<file path="src/hw/sdram_defs.svh">
/*
 * Widths, queue depth and CAS latency for the SDRAM access path.
 * Included by the packages and RTL modules that size ports or storage.
 */
`ifndef SDRAM_DEFS_SVH
`define SDRAM_DEFS_SVH

// address fields, kept small so the model's storage simulates quickly
`define SDRAM_BANK_W 2
`define SDRAM_ROW_W 6
`define SDRAM_COL_W 5

// device data word and address bus
`define SDRAM_DATA_W 16
`define SDRAM_ADDR_W 13

// CAS latency programmed at Load Mode, 2 or 3
`define SDRAM_CAS_LAT 2

// queue entries, equal to the number of host credits
`define REQ_QUEUE_DEPTH 4

`endif
</file>
<file path="src/hw/host_req_pkg.sv">
/*
 * Host-side request types, used from the host port through the queue
 * to the sequencer.
 */
package host_req_pkg;

    typedef enum logic {
        REQ_READ  = 1'b0,
        REQ_WRITE = 1'b1
    } req_op_e;

endpackage

</file>
<file path="src/hw/host_port.sv">
/*
 * Host request port. Admits requests while credits remain and pushes
 * each accepted request into the queue one cycle later.
 */
`timescale 1ns/1ps
`include "sdram_defs.svh"

module host_port (
    input  logic                        clk,
    input  logic                        cke,
    input  logic                        req_valid_i,
    input  host_req_pkg::req_op_e       req_op_i,
    input  logic [`SDRAM_BANK_W-1:0]    req_bank_i,
    input  logic [`SDRAM_ROW_W-1:0]     req_row_i,
    input  logic [`SDRAM_COL_W-1:0]     req_col_i,
    input  logic [`SDRAM_DATA_W/8-1:0]  req_mask_i,
    input  logic [`SDRAM_DATA_W-1:0]    req_wdata_i,
    output logic                        req_ready_o,
    output logic                        q_push_o,
    output host_req_pkg::req_op_e       q_op_o,
    output logic [`SDRAM_BANK_W-1:0]    q_bank_o,
    output logic [`SDRAM_ROW_W-1:0]     q_row_o,
    output logic [`SDRAM_COL_W-1:0]     q_col_o,
    output logic [`SDRAM_DATA_W/8-1:0]  q_mask_o,
    output logic [`SDRAM_DATA_W-1:0]    q_wdata_o,
    input  logic                        q_credit_i
);
    localparam int CRED_W = $clog2(`REQ_QUEUE_DEPTH + 1);

    logic [CRED_W-1:0] credit_q;
    logic              accept;

    assign req_ready_o = (credit_q != '0);
    assign accept      = req_valid_i && req_ready_o;

    always_ff @(posedge clk or negedge cke) begin
        if (!cke) begin
            credit_q <= CRED_W'(`REQ_QUEUE_DEPTH);
            q_push_o <= 1'b0;
        end else begin
            q_push_o <= accept;
            case ({accept, q_credit_i})
                2'b10:   credit_q <= credit_q - 1'b1;
                2'b01:   credit_q <= credit_q + 1'b1;
                default: credit_q <= credit_q;  // none, or both cancel
            endcase
        end
    end

    always_ff @(posedge clk) begin
        if (accept) begin
            q_op_o    <= req_op_i;
            q_bank_o  <= req_bank_i;
            q_row_o   <= req_row_i;
            q_col_o   <= req_col_i;
            q_mask_o  <= req_mask_i;
            q_wdata_o <= req_wdata_i;
        end
    end

endmodule

</file>
<file path="config.mk">
export PLATFORM = sky130hd
export DESIGN_NAME = host_port
export DESIGN_NICKNAME = d
export VERILOG_FILES = /design/src/hw/host_req_pkg.sv /design/src/hw/host_port.sv
export VERILOG_INCLUDE_DIRS = /design/src /design/src/hw
export SDC_FILE = /design/constraint.sdc
export NUM_CORES = 1
export LEC_CHECK = 0
export ABC_AREA = 1
export BUFFER_PORTS_ARGS = -buffer_cell sky130_fd_sc_hd__buf_2
export CAP_MARGIN = 20
export CELL_PAD_IN_SITES_DETAIL_PLACEMENT = 1
export CELL_PAD_IN_SITES_GLOBAL_PLACEMENT = 1
export CORE_ASPECT_RATIO = 1.25
export CORE_MARGIN = 2
export CORE_UTILIZATION = 30
export DETAILED_ROUTE_END_ITERATION = 10
export HOLD_SLACK_MARGIN = 0.02
export PLACE_DENSITY = 0.74
export SETUP_SLACK_MARGIN = 0.05
export SLEW_MARGIN = 0
export SYNTH_ARGS = -nofsm -noshare
export SYNTH_HDL_FRONTEND = slang
export SYNTH_SLANG_ARGS = --single-unit
</file>
<file path="constraint.sdc">
create_clock -name clk -period 1.5 [get_ports clk]
set_input_delay 0.375 -clock clk [delete_from_list [all_inputs] [get_ports clk]]
set_output_delay 0.375 -clock clk [all_outputs]
set_load 0.05 [all_outputs]
</file>
==> metrics.csv <==
stage;metric;value;unit
critical_path;critical_path_class;reg2reg;
routing;drt_iter0_drc;4;
power;powerDensity;1970;mW/mm^2
timing;finalMaxSlewViolations;0;
clock_tree;cts_tree;built;
worst_hold_path;hold_depth;1;
critical_path;cpPeakStageDelay;0.56;ns
timing;max_freq;621;MHz
critical_path;path_max_fanout;2;
clock_tree;cts_buffer_depth;2;
critical_path;critical_path.top_delay_family;adder cells;
routing;detail-route-antenna-nets;0;
timing;min_period;1.61;ns
power;p_sw_share;36.8;%
floorplan;dieArea;0.00446;mm^2
critical_path;regToRegSetupSlack;-0.11;ns
floorplan;die_w;60.2;um
placed_design;place_congestion;0.592;
placed_design;placement.io_buffers;69;
yosys;synth_largest_area_cell;edfxtp_1;
grt;grt_pass1_wl;3950;um
job;drv_cap;0;
critical_path;worstPathRequired;1.66;ns
timing;fin_ws;-0.109;ns
yosys;synth.distinct_cells;14;
critical_path;crit_arrival;1.77;ns
critical_path;r2r_start;credit_q[2];
finish;diodes;0;
timing;fin_crit_sh;107;%
power;p_leak;0.890;nW
power;p_int;2.49;mW
critical_path;cp-start-kind;register;
yosys;yosysMostFrequentCell;edfxtp_1;
critical_path;regToRegEndpoint;credit_q[1];
finish;drive_gt1_share;70.2;%
grt;grt_pass1_vias;849;
critical_path;critical_path.cell_chain;nor2_4 -> nand2_4 -> nand2_4 -> ha_4 -> inv_4 -> fa_2 -> nand2_2 -> o21ai_1;
clock_tree;cts-root-buf;clkbuf_8;
critical_path;critPathSlowestCell;dfstp_2;
yosys;ys_seq_area_share;89.8;%
routing;drt_pass1_iterations;2;
yosys;yosysWarnings;0;
grt;grt_max_degree;13;
routing;drt_wl_total;2810;um
power;pwr-share-clk;20.6;%
timing;max_slew_margin;82.9;%
yosys;synth-edff-count;32;
grt;antenna_found_initial;0;
grt;grt_usage;12.8;%
placed_design;place_hpwl;2060;um
routing;wl_met2;1650;um
power;p_comb_share;43.1;%
outcome;outcome;finished with violations;
floorplan;io-pin-count;70;
worst_hold_path;hold_end;q_wdata_o[4];
yosys;yosys-top-cells-area;edfxtp_1 81%, dfrtp_1 6.3%, dfstp_2 2.2%, fa_1 1.7%, nand2_2 1.6%;
placed_design;placed_cell_area;0.00171;mm^2
floorplan;die_y;74.2;um
critical_path;worst-path-buf-inv;1;
finish;finalNetCount;188;
power;power_switching;1.45;mW
timing;worst_pin_slew;0.258;ns
timing;rsz0062_at_grt;yes;
critical_path;crit_top_cell;nand2_4;
routing;wl_per_cell;13.7;um
finish;area_growth;69.2;%
routing;routed.top_layer;met4;
clock_tree;path_clk_slew;0.07;ns
clock_tree;clk_latency;0.28;ns
routing;drcViolationCount;0;
routing;met1Wirelength;827;um
yosys;syn_area;0.00118;mm^2
yosys;synthesis.nets;94;
routing;num_vias;840;
routing;avgViaCountPerCell;4.10;
grt;grt_overflow_total;0;
yosys;synth_top_cell_area_share;81.3;%
clock_tree;htreeDepth;2;
power;ir_drop;1.13;mV
yosys;synth-seq-cells;36;
timing;final_hold_viol_count;0;
finish;design_area;0.00200;mm^2
timing;fin_skew;0.00330;ns
floorplan;core;0.00378;mm^2
power;finalPower;3.94;mW
clock_tree;cts-buffers-inserted;5;
finish;nFillCells;395;
yosys;syn_area_per_cell;21.1;um^2
critical_path;critPathCaptureType;register;
routing;wl_met3;301;um
floorplan;start_util;31.2;%
power;p_seq_share;36.3;%
timing;setup_viol;3;
yosys;synthCells;56;
outcome;violations;setup timing;
floorplan;num_rows;25;
worst_hold_path;min-delay-start;req_wdata_i[4];
yosys;synthTopCellsByCount;32 x edfxtp_1, 4 x inv_1, 4 x nand2_1, 3 x dfrtp_1, 3 x nand2_2;
yosys;ys.flop_type;edfxtp_1;
critical_path;r2r_cells;8;
worst_hold_path;hp-class;in2reg;
clock_tree;cts.sinks;36;
yosys;async_flop_share;11.1;%
kinds of logic after synthesis:
kind of cell             Yosys count  synth area share, %
XOR/XNOR                           1                0.741
adder cells (fa/ha/maj)            2                 2.75
flip-flops                        36                 89.8
AO/OA/AOI/OAI                      1                0.423
AND/OR/NAND/NOR                   10                 4.34
buffers and inverters              6                 1.90
worst max-delay path by stage:
| stage | start | end | slack (ns) | cells after the start |
|---|---|---|---|---|
| 4_1_cts | credit_q[2] | credit_q[1] | -0.11 | 8 |
| 3_3_place_gp | credit_q[2] | credit_q[1] | -0.05 | 8 |
| 3_5_place_dp | credit_q[0] | credit_q[2] | -0.13 | 11 |
| 5_1_grt | credit_q[2] | credit_q[1] | -0.16 | 8 |
| 6_report | credit_q[2] | credit_q[1] | -0.11 | 8 |
| 2_1_floorplan | credit_q[2] | credit_q[1] | -0.18 | 8 |
per-layer routing:
metal / GRT usage [%] / up-vias
li1: - / 391
met1: 11.6 / 407
met2: 22.5 / 38
met4: 5.93 / 0
met5: 0 / -
met3: 7.48 / 4
cells in the final DEF, fill, tap and decap left out, drive strengths merged:
| cell type | count |
|---|---|
| nand4 | 1 |
| nand3 | 1 |
| dfrtp | 3 |
| bufinv | 1 |
| xnor2 | 1 |
| edfxtp | 32 |
| dfstp | 1 |
| nor2 | 1 |
| nand2 | 7 |
| fa | 1 |
| inv | 6 |
| buf | 85 |
| clkinv | 1 |
| o21ai | 1 |
| clkbuf | 7 |
| dlygate4sd3 | 1 |
| ha | 1 |
metrics by stage:
stage	util, %	TNS, ns	hold slack [ns]	setup WS [ns]	std cells
5_1_grt	52.9	-0.442	0.246	-0.164	205
2_1_floorplan	-	-2.51	0.0794	-0.183	56
3_3_place_gp	45.2	-0.0470	0.185	-0.0470	186
4_1_cts	51.4	-0.299	0.255	-0.114	202
3_5_place_dp	45.2	-0.256	0.188	-0.130	186
6_report	52.9	-0.271	0.264	-0.109	205
repair_timing:
action | CTS | global route
endpoints found under the setup margin | 26 | 18
hold buffers | 1 | 0
cloned | 1 | 1
endpoints found under the hold margin | 3 | 0
pin swaps | 6 | 1
gates resized for setup | 13 | 1
buffers inserted | 8 | 3
area by class of cell:
type                       instances  area (um^2)  share of cell area, %
clock inverter                     2         35.0                   1.75
clock buffer                       6         72.6                   3.63
inverter                           6         32.5                   1.63
multi-input combinational         14          138                   6.88
sequential                        36         1060                   53.1
timing repair buffer              87          593                   29.6
tap                               54         67.6                   3.38
flip-flops by register name, indices dropped and copies added (netlist names):
register   count
q_wdata_o     16
q_row_o        6
q_col_o        5
credit_q       3
q_bank_o       2
q_mask_o       2
q_op_o         1
q_push_o       1
power groups by stage:
stage / Combinational (mW) / Sequential [mW] / Clock [mW]
after CTS: 1.61 / 1.43 / 0.839
final: 1.70 / 1.43 / 0.813
after global placement: 1.30 / 1.43 / 0
after floorplan: 0.332 / 2.01 / 0
after detailed placement: 1.36 / 1.45 / 0
after global routing: 1.79 / 1.45 / 0.873
Power figures use the tool's default switching activity.
