===== config.mk =====
export PLATFORM = sky130hd
export DESIGN_NAME = req_queue
export DESIGN_NICKNAME = d
export VERILOG_FILES = /design/src/hw/host_req_pkg.sv /design/src/hw/req_queue.sv
export VERILOG_INCLUDE_DIRS = /design/src /design/src/hw
export SDC_FILE = /design/constraint.sdc
export NUM_CORES = 1
export LEC_CHECK = 0
export BUFFER_PORTS_ARGS = -buffer_cell sky130_fd_sc_hd__buf_2
export CAP_MARGIN = 30
export CORE_UTILIZATION = 48
export CTS_CLUSTER_SIZE = 24
export DETAILED_ROUTE_END_ITERATION = 6
export PLACE_DENSITY = 0.75
export SLEW_MARGIN = 30
export SYNTH_ARGS = -nofsm -noshare
export SYNTH_HDL_FRONTEND = slang
export SYNTH_SLANG_ARGS = --single-unit

===== constraint.sdc =====
create_clock -name clk -period 2.4 [get_ports clk]
set_input_delay 0.36 -clock clk [delete_from_list [all_inputs] [get_ports clk]]
set_output_delay 0.36 -clock clk [all_outputs]
set_load 0.02 [all_outputs]

===== src/hw/sdram_defs.svh =====
/*
 * Widths, queue depth and CAS latency for the SDRAM access path.
 * Included by the packages and RTL modules that size ports or storage.
 */
`ifndef SDRAM_DEFS_SVH
`define SDRAM_DEFS_SVH

// address fields, kept small so the model's storage simulates quickly
`define SDRAM_BANK_W 2
`define SDRAM_ROW_W 6
`define SDRAM_COL_W 5

// device data word and address bus
`define SDRAM_DATA_W 16
`define SDRAM_ADDR_W 13

// CAS latency programmed at Load Mode, 2 or 3
`define SDRAM_CAS_LAT 2

// queue entries, equal to the number of host credits
`define REQ_QUEUE_DEPTH 4

`endif

===== src/hw/host_req_pkg.sv =====
/*
 * Host-side request types, used from the host port through the queue
 * to the sequencer.
 */
package host_req_pkg;

    typedef enum logic {
        REQ_READ  = 1'b0,
        REQ_WRITE = 1'b1
    } req_op_e;

endpackage


===== src/hw/req_queue.sv =====
/*
 * Request FIFO between host port and sequencer. Presents the head entry
 * and returns one registered credit pulse per pop.
 */
`timescale 1ns/1ps
`include "sdram_defs.svh"

module req_queue (
    input  logic                        clk,
    input  logic                        cke,
    input  logic                        push_i,
    input  host_req_pkg::req_op_e       op_i,
    input  logic [`SDRAM_BANK_W-1:0]    bank_i,
    input  logic [`SDRAM_ROW_W-1:0]     row_i,
    input  logic [`SDRAM_COL_W-1:0]     col_i,
    input  logic [`SDRAM_DATA_W/8-1:0]  mask_i,
    input  logic [`SDRAM_DATA_W-1:0]    wdata_i,
    input  logic                        pop_i,
    output host_req_pkg::req_op_e       op_o,
    output logic [`SDRAM_BANK_W-1:0]    bank_o,
    output logic [`SDRAM_ROW_W-1:0]     row_o,
    output logic [`SDRAM_COL_W-1:0]     col_o,
    output logic [`SDRAM_DATA_W/8-1:0]  mask_o,
    output logic [`SDRAM_DATA_W-1:0]    wdata_o,
    output logic                        empty_o,
    output logic                        credit_o
);
    localparam int PTR_W   = $clog2(`REQ_QUEUE_DEPTH);
    localparam int ENTRY_W = 1 + `SDRAM_BANK_W + `SDRAM_ROW_W + `SDRAM_COL_W
                           + `SDRAM_DATA_W/8 + `SDRAM_DATA_W;

    logic [ENTRY_W-1:0] mem [`REQ_QUEUE_DEPTH];
    logic [ENTRY_W-1:0] head;
    logic [PTR_W:0]     wr_ptr_q;   // extra bit tells wrap
    logic [PTR_W:0]     rd_ptr_q;

    always_ff @(posedge clk or negedge cke) begin
        if (!cke) begin
            wr_ptr_q <= '0;
            rd_ptr_q <= '0;
            credit_o <= 1'b0;
        end else begin
            if (push_i)
                wr_ptr_q <= wr_ptr_q + 1'b1;
            if (pop_i)
                rd_ptr_q <= rd_ptr_q + 1'b1;
            credit_o <= pop_i;
        end
    end

    always_ff @(posedge clk) begin
        if (push_i)
            mem[wr_ptr_q[PTR_W-1:0]] <= {op_i, bank_i, row_i, col_i, mask_i, wdata_i};
    end

    assign empty_o = (rd_ptr_q == wr_ptr_q);
    assign head    = mem[rd_ptr_q[PTR_W-1:0]];
    assign op_o    = host_req_pkg::req_op_e'(head[ENTRY_W-1]);
    assign {bank_o, row_o, col_o, mask_o, wdata_o} = head[ENTRY_W-2:0];

endmodule


==> reports/qor.yml <==
run_status:
  run_status: "finished clean"
hold_path:
  hp-start: "pop_i"
  hold_path.class: "input pin to flip-flop"
grt:
  grt_start_max_net_pins: 25
  number_of_global_route_vias_before_repair: 2356
  grt_busiest_layer: "met2"
  grtUsageTotal_pct: 15.9
  met2_usage_pct: 25.6
  antenna_violations_before_repair: 0
  globalRouteMet1Util_pct: 20.2
  grt_first_pass_wirelength_mm: 12.4
  grt.overflow.total: 0
  grt.met3_usage_pct: 4.32
place:
  placed_cells: 402
  gp_congestion: 0.649
  dpl.hpwl_mm: 4.80
  pre_cts_slack_ns: 0.622
  placement.io_buffers: 69
setup_path:
  worst_setup_path_startpoint: "rd_ptr_q[0]$_DFFE_PN0P_"
  worstSetupEndpointType: "output port"
  required_time_reported_for_the_critical_path_endpoint_ns: 2.04
  cp_data_arrival_time_ns: 1.91
  timing.rr.start: "wr_ptr_q[0]$_DFFE_PN0P_"
  setup.worst_path.start_class: "flip-flop"
  timing.critical_path.cells: "buf_4 -> mux4_1 -> buf_2"
  timing.critical_path.slowest_stage_cell: "sky130_fd_sc_hd__mux4_1"
  critical_path.max_stage_delay_ns: 0.58
  crit_path_category: "flip-flop to output port"
  crit_path_max_fanout: 13
layout:
  antenna_cells_inserted: 0
  multi_input_comb_area_um2: 918
  layout.area.seq_mm2: 0.00402
  areaGrowthSynthToFinish_pct: 24.0
  layout-drive-gt1-share_pct: 47.2
  fillers: 727
  design.final.nets: 327
  finalNonFillerCells: 435
routing:
  post_drt_wl_per_cell_um: 17.9
  vias_per_cell: 5.15
  final_antenna_net_count: 0
  vias: 2239
  first_iter_violations: 131
  drt_pre_antenna_iters: 6
  wl_mm: 7.79
  drc: 0
timing:
  final.period_utilization_pct: 94.4
  clock_skew_ns: 0.00459
  finalSetupTns_ns: 0
  maxSlewViolCount: 0
  fmax_ghz: 0.441
  minimum_clock_period_ns: 2.27
  timing.final.setup_violations: 0
  slew-limit-headroom_pct: 72.9
  tightest_slew_ns: 0.407
  timing.final.hold_violations: 0
  worst_hold_slack_ns: 0.0345
  rsz0062_at_grt: "false"
  worst_slack_ns: 0.133
synth:
  synthCells: 198
  synthesized_net_count: 239
  synth_area_mm2: 0.00503
  synth.area.top_cells: "sky130_fd_sc_hd__edfxtp_1, sky130_fd_sc_hd__mux4_2, sky130_fd_sc_hd__dfrtp_1"
  yosysUniqueCellTypes: 16
  synth_area_leader_cell: "sky130_fd_sc_hd__edfxtp_1"
  number_of_synthesized_flops_with_an_enable_pin: 128
  synth.cells.most_frequent: "sky130_fd_sc_hd__edfxtp_1, sky130_fd_sc_hd__mux4_2, sky130_fd_sc_hd__dfrtp_1"
  yosys.cell_count.top_type: "sky130_fd_sc_hd__edfxtp_1"
  async_reset_ff_share_pct: 5.19
  synthFlopType: "sky130_fd_sc_hd__edfxtp_1"
  synth-seq-cells: 135
  synth_top_cell_area_share_pct: 76.4
  synth_area_per_cell_um2: 25.4
  synth_sequential_area_ratio_pct: 79.9
  total_of_warnings_raised_by_yosys: 0
clocking:
  clock_insertion_delay_worst_skew_ns: 0.50
  clk_pin_slew_worst_paths_ns: 0.06
  cts-resized-gates: 0
  cts_setup_buffers: 0
  tritoncts: "built"
  clock_sink_count: 135
  clk_path_buf_depth: 2
  cts-htree-levels: 4
  clock_buffer_count_from_cts: 17
  root_buffer: "sky130_fd_sc_hd__clkbuf_8"
run:
  cap_violations: 0
floorplan:
  starting_density_of_the_core_pct: 49.2
  coreArea_mm2: 0.0102
  die_width_um: 104
  row_count: 37
  fp.dieH_um: 104
  dieArea_mm2: 0.0109
  io_pins: 70
power_and_ir_drop:
  power_density_mw_per_mm2: 1340
  vdd_ir_drop_max_mv: 0.806
  cellLeakagePower_nw: 2.22
[per-layer routing]
| metal | vias to the layer above | part of all wire [%] |
|---|---|---|
| met5 | - | 0 |
| met4 | 0 | 1.1 |
| met3 | 10 | 4.8 |
| met2 | 62 | 51 |
| met1 | 1146 | 44 |
| li1 | 1021 | - |
[what timing repair did]
action / in CTS / in global routing
hold buffers: 1 / 0
setup endpoints to repair: 0 / 0
hold endpoints to repair: 7 / 0
[report_power, final]
group	switching, W	internal, W
Combinational	0.00132	0.00104
Clock	0.000935	0.00180
Sequential	0.000169	0.00309
Total	0.00243	0.00592
[registers in the layout, indices dropped and copies added, names as in the netlist]
register,count
mem,128
wr_ptr_q,3
credit_o,1
rd_ptr_q,3
[cells by family after synthesis]
family	Yosys count	synth area share, %
muxes	33	14.8
AOI/OAI and AO/OA	1	0.0994
and+or+nand+nor	7	0.746
xor gates and xnor gates	7	1.22
adders and majority gates	5	1.24
buffers and inverters	10	1.96
DFF	135	79.9
[path summary, 6_finish.rpt]
kind                            depth (start not counted)  slack, ns                      end
worst max-delay path                                    3       0.13               wdata_o[1]
worst min-delay path                                    1       0.03       credit_o$_DFF_PN0_
worst max register to register                          4       0.76      mem[2][1]$_DFFE_PP_
worst min register to register                          1       0.49  wr_ptr_q[2]$_DFFE_PN0P_
max in group asynchronous                               2       1.99  rd_ptr_q[0]$_DFFE_PN0P_
min in group asynchronous                               2       0.22       credit_o$_DFF_PN0_
[layout make-up]
class	count	share of cell area, %
clock buffers	17	6.64
clock inverters	15	3.61
inverters	2	0.120
multi-input cells	53	14.7
flip-flops and latches	135	64.4
well taps	136	2.73
repair buffers	77	7.74
[metrics by stage]
| step | total power, W | util [%] | cell area (um^2) |
|---|---|---|---|
| after floorplan | 0.00500 | - | 5030 |
| after global placement | 0.00567 | 54.6 | 5590 |
| after detailed placement | 0.00572 | 54.6 | 5590 |
| after CTS | 0.00847 | 61.0 | 6240 |
| after global routing | 0.00872 | 61.0 | 6240 |
| final | 0.00835 | 61.0 | 6240 |
[placed cells by master, fill, tap and decap left out]
cell,netlist,routed
sky130_fd_sc_hd__edfxtp_1,128,128
sky130_fd_sc_hd__buf_2,4,69
sky130_fd_sc_hd__mux4_2,28,28
sky130_fd_sc_hd__clkbuf_16,0,16
sky130_fd_sc_hd__xor2_1,6,6
sky130_fd_sc_hd__buf_12,3,6
sky130_fd_sc_hd__ha_1,5,5
sky130_fd_sc_hd__bufinv_16,0,5
sky130_fd_sc_hd__dfrtp_1,7,5
sky130_fd_sc_hd__mux4_1,4,4
sky130_fd_sc_hd__and2_2,0,4
sky130_fd_sc_hd__inv_6,0,3
sky130_fd_sc_hd__clkinv_4,0,3
sky130_fd_sc_hd__inv_1,2,2
sky130_fd_sc_hd__nand2_1,2,2
sky130_fd_sc_hd__clkinvlp_4,0,2
sky130_fd_sc_hd__clkinv_1,0,2
sky130_fd_sc_hd__dfrtp_2,0,2
sky130_fd_sc_hd__nor3_1,1,1
sky130_fd_sc_hd__o21ai_0,1,1
sky130_fd_sc_hd__mux2_2,1,1
sky130_fd_sc_hd__xnor2_1,1,1
sky130_fd_sc_hd__clkbuf_8,0,1
sky130_fd_sc_hd__dlygate4sd3_1,0,1
sky130_fd_sc_hd__buf_4,0,1
[worst max-delay path, delay by kind of cell, from the launching register on]
kind | cells | cell delay, ns
flops | 1 | 0.38
mux | 1 | 0.58
buf+inv | 2 | 0.45
Power figures use the tool's default switching activity.
