`src/hw/sdram_defs.svh`:
```
/*
 * Widths, queue depth and CAS latency for the SDRAM access path.
 * Included by the packages and RTL modules that size ports or storage.
 */
`ifndef SDRAM_DEFS_SVH
`define SDRAM_DEFS_SVH

// address fields, kept small so the model's storage simulates quickly
`define SDRAM_BANK_W 2
`define SDRAM_ROW_W 6
`define SDRAM_COL_W 5

// device data word and address bus
`define SDRAM_DATA_W 16
`define SDRAM_ADDR_W 13

// CAS latency programmed at Load Mode, 2 or 3
`define SDRAM_CAS_LAT 2

// queue entries, equal to the number of host credits
`define REQ_QUEUE_DEPTH 4

`endif
```
`src/hw/host_req_pkg.sv`:
```
/*
 * Host-side request types, used from the host port through the queue
 * to the sequencer.
 */
package host_req_pkg;

    typedef enum logic {
        REQ_READ  = 1'b0,
        REQ_WRITE = 1'b1
    } req_op_e;

endpackage

```
`src/hw/sdram_dev_pkg.sv`:
```
/*
 * Device-side types shared by the sequencer and the SDRAM model.
 * The address word is a union with a mode view and a column view.
 */
`include "sdram_defs.svh"

package sdram_dev_pkg;

    typedef enum logic [2:0] {
        NOP       = 3'd0,
        ACTIVE    = 3'd1,
        READ      = 3'd2,
        WRITE     = 3'd3,
        LOAD_MODE = 3'd4
    } sdram_cmd_e;

    // one address word, decoded per command
    typedef union packed {
        struct packed {
            logic [`SDRAM_ADDR_W-8:0] reserved;   // bits 12:7
            logic [2:0]               cas_lat;
            logic                     burst_type; // 0 sequential
            logic [2:0]               burst_len;  // 0 is one word
        } mode;
        struct packed {
            logic [`SDRAM_ADDR_W-`SDRAM_COL_W-1:0] unused;
            logic [`SDRAM_COL_W-1:0]               col;
        } column;
    } sdram_addr_u;

endpackage

```
`src/hw/sdram_sequencer.sv`:
```
/*
 * Command sequencer. Programs the mode register once, then turns each
 * queued request into Activate (on a row miss) and Read or Write, and
 * hands read data back to the host in request order.
 */
`timescale 1ns/1ps
`include "sdram_defs.svh"

module sdram_sequencer (
    input  logic                        clk,
    input  logic                        cke,
    input  host_req_pkg::req_op_e       q_op_i,
    input  logic [`SDRAM_BANK_W-1:0]    q_bank_i,
    input  logic [`SDRAM_ROW_W-1:0]     q_row_i,
    input  logic [`SDRAM_COL_W-1:0]     q_col_i,
    input  logic [`SDRAM_DATA_W/8-1:0]  q_mask_i,
    input  logic [`SDRAM_DATA_W-1:0]    q_wdata_i,
    input  logic                        q_empty_i,
    output logic                        q_pop_o,
    output sdram_dev_pkg::sdram_cmd_e   dev_cmd_o,
    output logic [`SDRAM_BANK_W-1:0]    dev_ba_o,
    output sdram_dev_pkg::sdram_addr_u  dev_addr_o,
    output logic [`SDRAM_DATA_W/8-1:0]  dev_dqm_o,
    output logic [`SDRAM_DATA_W-1:0]    dev_wdata_o,
    input  logic [`SDRAM_DATA_W-1:0]    dev_rdata_i,
    output logic                        rd_valid_o,
    output logic [`SDRAM_DATA_W-1:0]    rd_data_o
);
    localparam int BANKS = 1 << `SDRAM_BANK_W;
    localparam int LAT   = `SDRAM_CAS_LAT;

    localparam logic [1:0] ST_INIT     = 2'd0;
    localparam logic [1:0] ST_IDLE     = 2'd1;
    localparam logic [1:0] ST_ACTIVATE = 2'd2;
    localparam logic [1:0] ST_ACCESS   = 2'd3;

    logic [1:0]                 state_q;
    host_req_pkg::req_op_e      op_q;
    logic [`SDRAM_BANK_W-1:0]   bank_q;
    logic [`SDRAM_COL_W-1:0]    col_q;
    logic [`SDRAM_DATA_W/8-1:0] mask_q;
    logic [`SDRAM_DATA_W-1:0]   wdata_q;
    logic [`SDRAM_ROW_W-1:0]    open_row_q [BANKS];
    logic [BANKS-1:0]           row_valid_q;
    logic [LAT-1:0]             pend_q;     // one bit per cycle of CAS latency

    logic                       row_hit;
    logic                       issue_access;
    host_req_pkg::req_op_e      cur_op;
    logic [`SDRAM_BANK_W-1:0]   cur_bank;
    logic [`SDRAM_COL_W-1:0]    cur_col;
    logic [`SDRAM_DATA_W/8-1:0] cur_mask;
    logic [`SDRAM_DATA_W-1:0]   cur_wdata;
    sdram_dev_pkg::sdram_cmd_e  access_cmd;
    sdram_dev_pkg::sdram_addr_u mode_word;
    sdram_dev_pkg::sdram_addr_u col_word;

    assign q_pop_o      = (state_q == ST_IDLE) && !q_empty_i;
    assign row_hit      = row_valid_q[q_bank_i] && (open_row_q[q_bank_i] == q_row_i);
    assign issue_access = (q_pop_o && row_hit) || (state_q == ST_ACTIVATE);

    // head entry on a hit, latched entry after an activate
    always_comb begin
        if (state_q == ST_IDLE) begin
            cur_op    = q_op_i;
            cur_bank  = q_bank_i;
            cur_col   = q_col_i;
            cur_mask  = q_mask_i;
            cur_wdata = q_wdata_i;
        end else begin
            cur_op    = op_q;
            cur_bank  = bank_q;
            cur_col   = col_q;
            cur_mask  = mask_q;
            cur_wdata = wdata_q;
        end
        access_cmd = (cur_op == host_req_pkg::REQ_WRITE) ? sdram_dev_pkg::WRITE
                                                          : sdram_dev_pkg::READ;
        mode_word                 = '0;
        mode_word.mode.cas_lat    = 3'(LAT);
        mode_word.mode.burst_type = 1'b0;
        mode_word.mode.burst_len  = 3'd0;   // single word
        col_word                  = '0;
        col_word.column.col       = cur_col;
    end

    always_ff @(posedge clk or negedge cke) begin
        if (!cke) begin
            state_q     <= ST_INIT;
            dev_cmd_o   <= sdram_dev_pkg::NOP;
            row_valid_q <= '0;
        end else begin
            case (state_q)
                ST_INIT: begin
                    dev_cmd_o <= sdram_dev_pkg::LOAD_MODE;
                    state_q   <= ST_IDLE;
                end
                ST_IDLE: begin
                    if (q_pop_o && row_hit) begin
                        dev_cmd_o <= access_cmd;
                        state_q   <= ST_ACCESS;
                    end else if (q_pop_o) begin
                        dev_cmd_o             <= sdram_dev_pkg::ACTIVE;
                        state_q               <= ST_ACTIVATE;
                        row_valid_q[q_bank_i] <= 1'b1;
                    end else begin
                        dev_cmd_o <= sdram_dev_pkg::NOP;
                    end
                end
                ST_ACTIVATE: begin
                    dev_cmd_o <= access_cmd;
                    state_q   <= ST_ACCESS;
                end
                default: begin  // access command is on the bus
                    dev_cmd_o <= sdram_dev_pkg::NOP;
                    state_q   <= ST_IDLE;
                end
            endcase
        end
    end

    always_ff @(posedge clk) begin
        if (q_pop_o) begin
            op_q    <= q_op_i;
            bank_q  <= q_bank_i;
            col_q   <= q_col_i;
            mask_q  <= q_mask_i;
            wdata_q <= q_wdata_i;
        end
        if (q_pop_o && !row_hit)
            open_row_q[q_bank_i] <= q_row_i;

        if (state_q == ST_INIT) begin
            dev_ba_o   <= '0;
            dev_addr_o <= mode_word;
            dev_dqm_o  <= '0;
        end else if (issue_access) begin
            dev_ba_o    <= cur_bank;
            dev_addr_o  <= col_word;
            dev_dqm_o   <= (cur_op == host_req_pkg::REQ_WRITE) ? cur_mask : '0;
            dev_wdata_o <= cur_wdata;
        end else if (q_pop_o) begin
            dev_ba_o   <= q_bank_i;
            dev_addr_o <= {{(`SDRAM_ADDR_W-`SDRAM_ROW_W){1'b0}}, q_row_i};  // row for activate
        end
    end

    always_ff @(posedge clk or negedge cke) begin
        if (!cke) begin
            pend_q     <= '0;
            rd_valid_o <= 1'b0;
        end else begin
            pend_q     <= (pend_q << 1) | LAT'(dev_cmd_o == sdram_dev_pkg::READ);
            rd_valid_o <= pend_q[LAT-1];
        end
    end

    always_ff @(posedge clk) begin
        if (pend_q[LAT-1])
            rd_data_o <= dev_rdata_i;
    end

endmodule

```
`config.mk`:
```
export PLATFORM = sky130hd
export DESIGN_NAME = sdram_sequencer
export DESIGN_NICKNAME = d
export VERILOG_FILES = /design/src/hw/host_req_pkg.sv /design/src/hw/sdram_dev_pkg.sv /design/src/hw/sdram_sequencer.sv
export VERILOG_INCLUDE_DIRS = /design/src /design/src/hw
export SDC_FILE = /design/constraint.sdc
export NUM_CORES = 1
export LEC_CHECK = 0
export BUFFER_PORTS_ARGS = -buffer_cell sky130_fd_sc_hd__buf_4
export CAP_MARGIN = 15
export CELL_PAD_IN_SITES_DETAIL_PLACEMENT = 2
export CELL_PAD_IN_SITES_GLOBAL_PLACEMENT = 2
export CORE_UTILIZATION = 37
export CTS_BUF_LIST = sky130_fd_sc_hd__clkbuf_16
export DETAILED_ROUTE_END_ITERATION = 16
export MAX_ROUTING_LAYER = met4
export PLACE_DENSITY_LB_ADDON = 0.1
export SYNTH_ARGS = -nofsm -noshare
export SYNTH_HDL_FRONTEND = slang
export SYNTH_SLANG_ARGS = --single-unit
```
`constraint.sdc`:
```
create_clock -name clk -period 3.6 [get_ports clk]
set_input_delay 0.72 -clock clk [delete_from_list [all_inputs] [get_ports clk]]
set_output_delay 0.72 -clock clk [all_outputs]
set_load 0.005 [all_outputs]
```
==> impl_metrics.yaml, run 1 <==
clock_network:
  path_clk_slew_ns: 0.07
  cts_hold_buffers: 0
  ctsHtreeMaxLevel: 3
  cts_made_buffers: 9
  post_cts_resized: 0
  cts.sinks: 104
  root_buffer: "clkbuf_16"
  cts_setup_buffers: 0
  clk_latency_ns: 0.34
  cts_tree: "built"
  cts_max_path_buffers: 2
sta:
  rsz0062_at_grt: "false"
  hold_violations: 0
  min_period_over_period_pct: 80.1
  finalMaxSlewViolations: 0
  setup_viol: 0
  worst_clock_skew_ns: 0.0101
  fin_crit_ns: 2.88
  worst_slew_pin_slew_ns: 0.869
  slew_headroom_pct: 41.7
  fmax_ghz: 0.347
  finalSetupTns_ns: 0
  worst_slack_ns: 0.716
logic_synthesis:
  synth.avg_cell_area_um2: 16.0
  ys_top_cells_by_area: "edfxtp_1, dfrtp_1, mux2_2"
  synth_top_area_share_pct: 58.5
  synth_seq_cells: 104
  synthCells: 263
  synth_top_area_cell: "edfxtp_1"
  syn-cell-area_mm2: 0.00421
  ys_seq_area_share_pct: 70.4
  yosysWarnings: 0
  ys_types: 49
global_routing:
  grt_pass1_vias: 2809
  grt_pass1_wl_um: 15200
  antenna_found_initial: 0
  gr-total-overflow: 0
  grt_start_max_net_pins: 32
  grt_util_all_layers_pct: 18.3
worst_setup_path:
  cp.arrival_ns: 2.85
  reg2reg_from: "state_q[1]"
  endpoint_kind: "register"
  startpoint_type: "input port"
  r2r_setup_slack_ns: 0.98
  crit_start: "q_bank_i[0]"
  cp_max_fo: 19
  path_class: "input port to register"
  crit_required_ns: 3.57
cells_and_area:
  nNetsFinal: 419
  drive_above_1_share_pct: 40.8
  fin_cells: 508
  final_util_pct: 48.6
  antenna_cells: 0
  area_delta_synth_final_pct: 26.4
  fin_area_mm2: 0.00532
power_and_ir_drop:
  p_sw_share_pct: 29.0
  seqPwrFrac_pct: 48.1
  power_switching_mw: 1.08
  combPwrFrac_pct: 28.9
  internal_power_mw: 2.65
  p_per_area_mw_per_mm2: 700
  power_leakage_nw: 2.05
  clkPwrFrac_pct: 23.0
  vdd_drop_max_mv: 0.293
floorplanning:
  die-area_mm2: 0.0118
  core-area_mm2: 0.0109
  num_io_pins: 105
  start_util_pct: 38.5
  rows: 38
  die_x_um: 109
  die_height_um: 109
drt:
  wl_um: 9850
  drc: 0
  routed-via-count: 2535
  drt_iter0_markers: 64
  vias_per_cell: 4.99
  dr.pass1.iters: 4
  antenna_left: 0
  wl_per_cell_um: 19.4
placement:
  place_hpwl_um: 7000
  dp_cells: 492
  place_congestion: 0.739
  place_ws_ns: 0.308
  placedInstanceArea_mm2: 0.00506
  numPortBuffers: 97
status:
  status: "complete, no violations"
min_path:
  hold_class: "input port to async pin"
run:
  cap_violations: 0
## cell usage after synthesis, drive strengths merged
cell / instances
a211oi: 2
a21oi: 6
a221oi: 1
a2bb2o: 1
a2bb2oi: 1
a31o: 4
a31oi: 4
and2: 1
and3: 1
buf: 13
clkbuf: 5
conb: 1
dfrtp: 12
dfxtp: 10
edfxtp: 82
ha: 5
inv: 8
mux2: 21
mux2i: 13
mux4: 2
nand2: 10
nand2b: 4
nand3: 8
nand3b: 3
nand4: 1
nor2: 5
nor2b: 3
nor3: 8
nor3b: 1
nor4: 1
o2111ai: 1
o21ai: 3
o21bai: 1
o221ai: 4
o22ai: 5
o31a: 1
or2: 1
or3: 1
or4b: 4
xnor2: 1
xor2: 4
## per-layer routing
metal	global-route usage [%]	share of wire, %	wire (um)	vias up
met1	20.4	41	4080	1287
li1	-	-	-	1186
met5	-	0	0	-
met2	32.4	55	5370	60
met3	3.71	3.5	343	2
met4	6.37	0.52	51	0
## kinds of logic after synthesis
logic type,Yosys count,synth area share [%]
buffers and inverters,26,3.54
adder cells (fa/ha/maj),5,1.49
XOR/XNOR,5,1.22
AND/OR/NAND/NOR,52,7.05
multiplexers,36,9.87
other,1,0.0891
flip-flops,104,70.4
AO/OA/AOI/OAI,34,6.31
## metrics by stage
step / hold WS, ns / power [mW]
after CTS: 0.199 / 3.81
final: 0.208 / 3.73
after detailed placement: 0.355 / 2.93
after global routing: 0.209 / 3.94
after global placement: 0.332 / 2.88
after floorplan: 0.331 / 2.38
## layout by cell type, fill, tap and decap left out, types with 7 or more instances in the layout
| cell type | count |
|---|---|
| buf_4 | 100 |
| edfxtp_1 | 82 |
| mux2_2 | 20 |
| mux2i_1 | 13 |
| dfrtp_1 | 12 |
| inv_1 | 11 |
| nand2_1 | 10 |
| dfxtp_1 | 10 |
| clkbuf_16 | 9 |
| nand3_1 | 8 |
| nor3_1 | 8 |
| conb_1 | 7 |
## layout make-up
| cell class | instances | area [um^2] |
|---|---|---|
| clock buffer | 9 | 225 |
| clock inverter | 7 | 33.8 |
| fill | 1071 | 5620 |
| inverter | 8 | 30.0 |
| multi-input combinational | 139 | 1120 |
| sequential | 104 | 2960 |
| tap | 140 | 175 |
| timing repair buffer | 101 | 771 |
## state kept, by name, indices dropped and copies added, names as in the netlist, 3 cells and up
| name | flops |
|---|---|
| col_q | 5 |
| wdata_q | 16 |
| rd_data_o | 16 |
| dev_addr_o | 6 |
| row_valid_q | 4 |
| open_row_q | 24 |
| dev_cmd_o | 3 |
| dev_wdata_o | 16 |
## power groups by stage
stage / registers, mW / clock network [mW] / logic (mW)
final: 1.79 / 0.855 / 1.08
after global routing: 1.82 / 0.926 / 1.19
after CTS: 1.80 / 0.889 / 1.11
after detailed placement: 1.82 / 0 / 1.10
after global placement: 1.80 / 0 / 1.07
after floorplan: 1.80 / 0 / 0.584
## critical path, cell delays in order
cell and delay (ns):
buf_4 0.27, mux4_2 0.57, xnor2_2 0.15, nand4_2 0.09
a211oi_4 0.08, nand2b_1 0.26, nor3_1 0.71
## path summary, 6_finish.rpt
path | end | depth (start not counted)
hold / removal | row_valid_q[0] | 1
setup reg to reg | open_row_q[0][3] | 6
hold reg to reg | pend_q[1] | 0
min in group clk | pend_q[1] | 0
max in group asynchronous | row_valid_q[2] | 1
setup / recovery | open_row_q[0][3] | 7
Note: power is estimated with default switching activity, not from simulation.
==> run 2: changes to the inputs <==
- clock period: 3.6 -> 2.9 ns (I/O delays scaled with it)
==> impl_metrics.yaml, run 2 (synthesis gave the netlist of run 1 again) <==
cells_and_area:
  antenna_cells: 0
  area_delta_synth_final_pct: 29.7
  nNetsFinal: 425
  largest_register_ffs: 24
  layout_commonest_cell: "buf_4"
  final_cell_mix: "buf_4, edfxtp_1, mux2_2"
  multi_input_area_mm2: 0.00112
  fin_area_mm2: 0.00546
  regMostFlops: "open_row_q"
  drive_above_1_share_pct: 42.2
  fin_cells: 514
  seqCellArea_mm2: 0.00296
  final_util_pct: 49.9
  fillers: 1066
drt:
  vias_per_cell: 5.02
  wl_um: 9710
  drt_iter0_markers: 78
  wl_per_cell_um: 18.9
  dr.pass1.iters: 4
  routed-via-count: 2580
  drc: 0
  antenna_left: 0
clock_network:
  cts_tree: "built"
  cts_made_buffers: 9
  ctsHtreeMaxLevel: 3
  clk_latency_ns: 0.34
  cts_setup_buffers: 0
  post_cts_resized: 0
  root_buffer: "clkbuf_16"
  cts.sinks: 104
  path_clk_slew_ns: 0.07
  cts_max_path_buffers: 2
  cts_hold_buffers: 0
sta:
  min_period_over_period_pct: 92.2
  fmax_ghz: 0.374
  setup_viol: 0
  finalMaxSlewViolations: 0
  hold_violations: 0
  worst_clock_skew_ns: 0.00497
  rsz0062_at_grt: "false"
  fin_crit_ns: 2.67
  hold_slack_ns: 0.0674
  slew_headroom_pct: 40.7
  finalSetupTns_ns: 0
  worst_slew_pin_slew_ns: 0.882
  worst_slack_ns: 0.226
global_routing:
  grt_pass1_vias: 2843
  gr-total-overflow: 0
  antenna_found_initial: 0
  grt_util_all_layers_pct: 18.1
  grt_pass1_wl_um: 15000
  grt_start_max_net_pins: 39
floorplanning:
  die_x_um: 109
  start_util_pct: 38.5
  rows: 38
  die-area_mm2: 0.0118
  die_height_um: 109
  core-area_mm2: 0.0109
  num_io_pins: 105
worst_setup_path:
  endpoint_kind: "primary output"
  crit_required_ns: 2.32
  reg2reg_from: "open_row_q[1][2]"
  path_class: "register to primary output"
  startpoint_type: "register"
  r2r_setup_slack_ns: 0.36
  cp.arrival_ns: 2.09
  cp_max_fo: 38
  r2r_end: "open_row_q[3][2]"
  rr_worst_depth: 6
power_and_ir_drop:
  vdd_drop_max_mv: 0.367
  seqPwrFrac_pct: 45.5
  clkPwrFrac_pct: 26.7
  p_sw_share_pct: 27.7
  power_switching_mw: 1.35
  combPwrFrac_pct: 27.8
  power_leakage_nw: 2.13
  finalPower_mw: 4.88
  internal_power_mw: 3.53
  p_per_area_mw_per_mm2: 895
placement:
  placedInstanceArea_mm2: 0.00513
  place_hpwl_um: 6780
  dp_cells: 498
  place_ws_ns: -0.123
  numPortBuffers: 97
  place_congestion: 0.708
min_path:
  hold_class: "input port to async pin"
status:
  status: "complete, no violations"
run:
  cap_violations: 0
-- run 2: per-layer routing --
metal  GRT usage [%]  part of all wire (%)
met5               -                     0
met1            19.9                    41
met3            5.80                   5.3
met2            31.5                    53
met4            4.92                  0.98
-- run 2: area by class of cell --
class                      count  share of cell area (%)
inverter                       8                   0.550
clock inverter                 6                    1.38
timing repair buffer         107                    15.4
sequential                   104                    54.3
tap                          140                    3.21
clock buffer                  10                    4.59
multi-input combinational    139                    20.6
-- run 2: power by group through the flow --
stage	Combinational, mW	Clock (mW)	Sequential, mW
6_report	1.36	1.30	2.22
2_1_floorplan	0.729	0	2.23
3_3_place_gp	1.35	0	2.24
5_1_grt	1.50	1.39	2.26
3_5_place_dp	1.40	0	2.26
4_1_cts	1.40	1.34	2.23
-- run 2: critical path, stage by stage (launching register included) --
cell     delay (ns)
dfrtp_1        0.41
inv_1          0.17
ha_1           0.21
nand2_1        0.18
inv_1          0.13
buf_4          0.44
buf_4          0.20
-- run 2: how the worst max path moves through the flow --
stage                      from          endpoint  cells past startpoint
CTS                  state_q[1]           q_pop_o                      6
detailed placement  q_bank_i[0]  open_row_q[1][0]                      7
global placement    q_bank_i[0]  open_row_q[2][5]                      7
finish               state_q[1]           q_pop_o                      6
floorplan           q_bank_i[0]  open_row_q[0][0]                      8
global route         state_q[1]           q_pop_o                      6
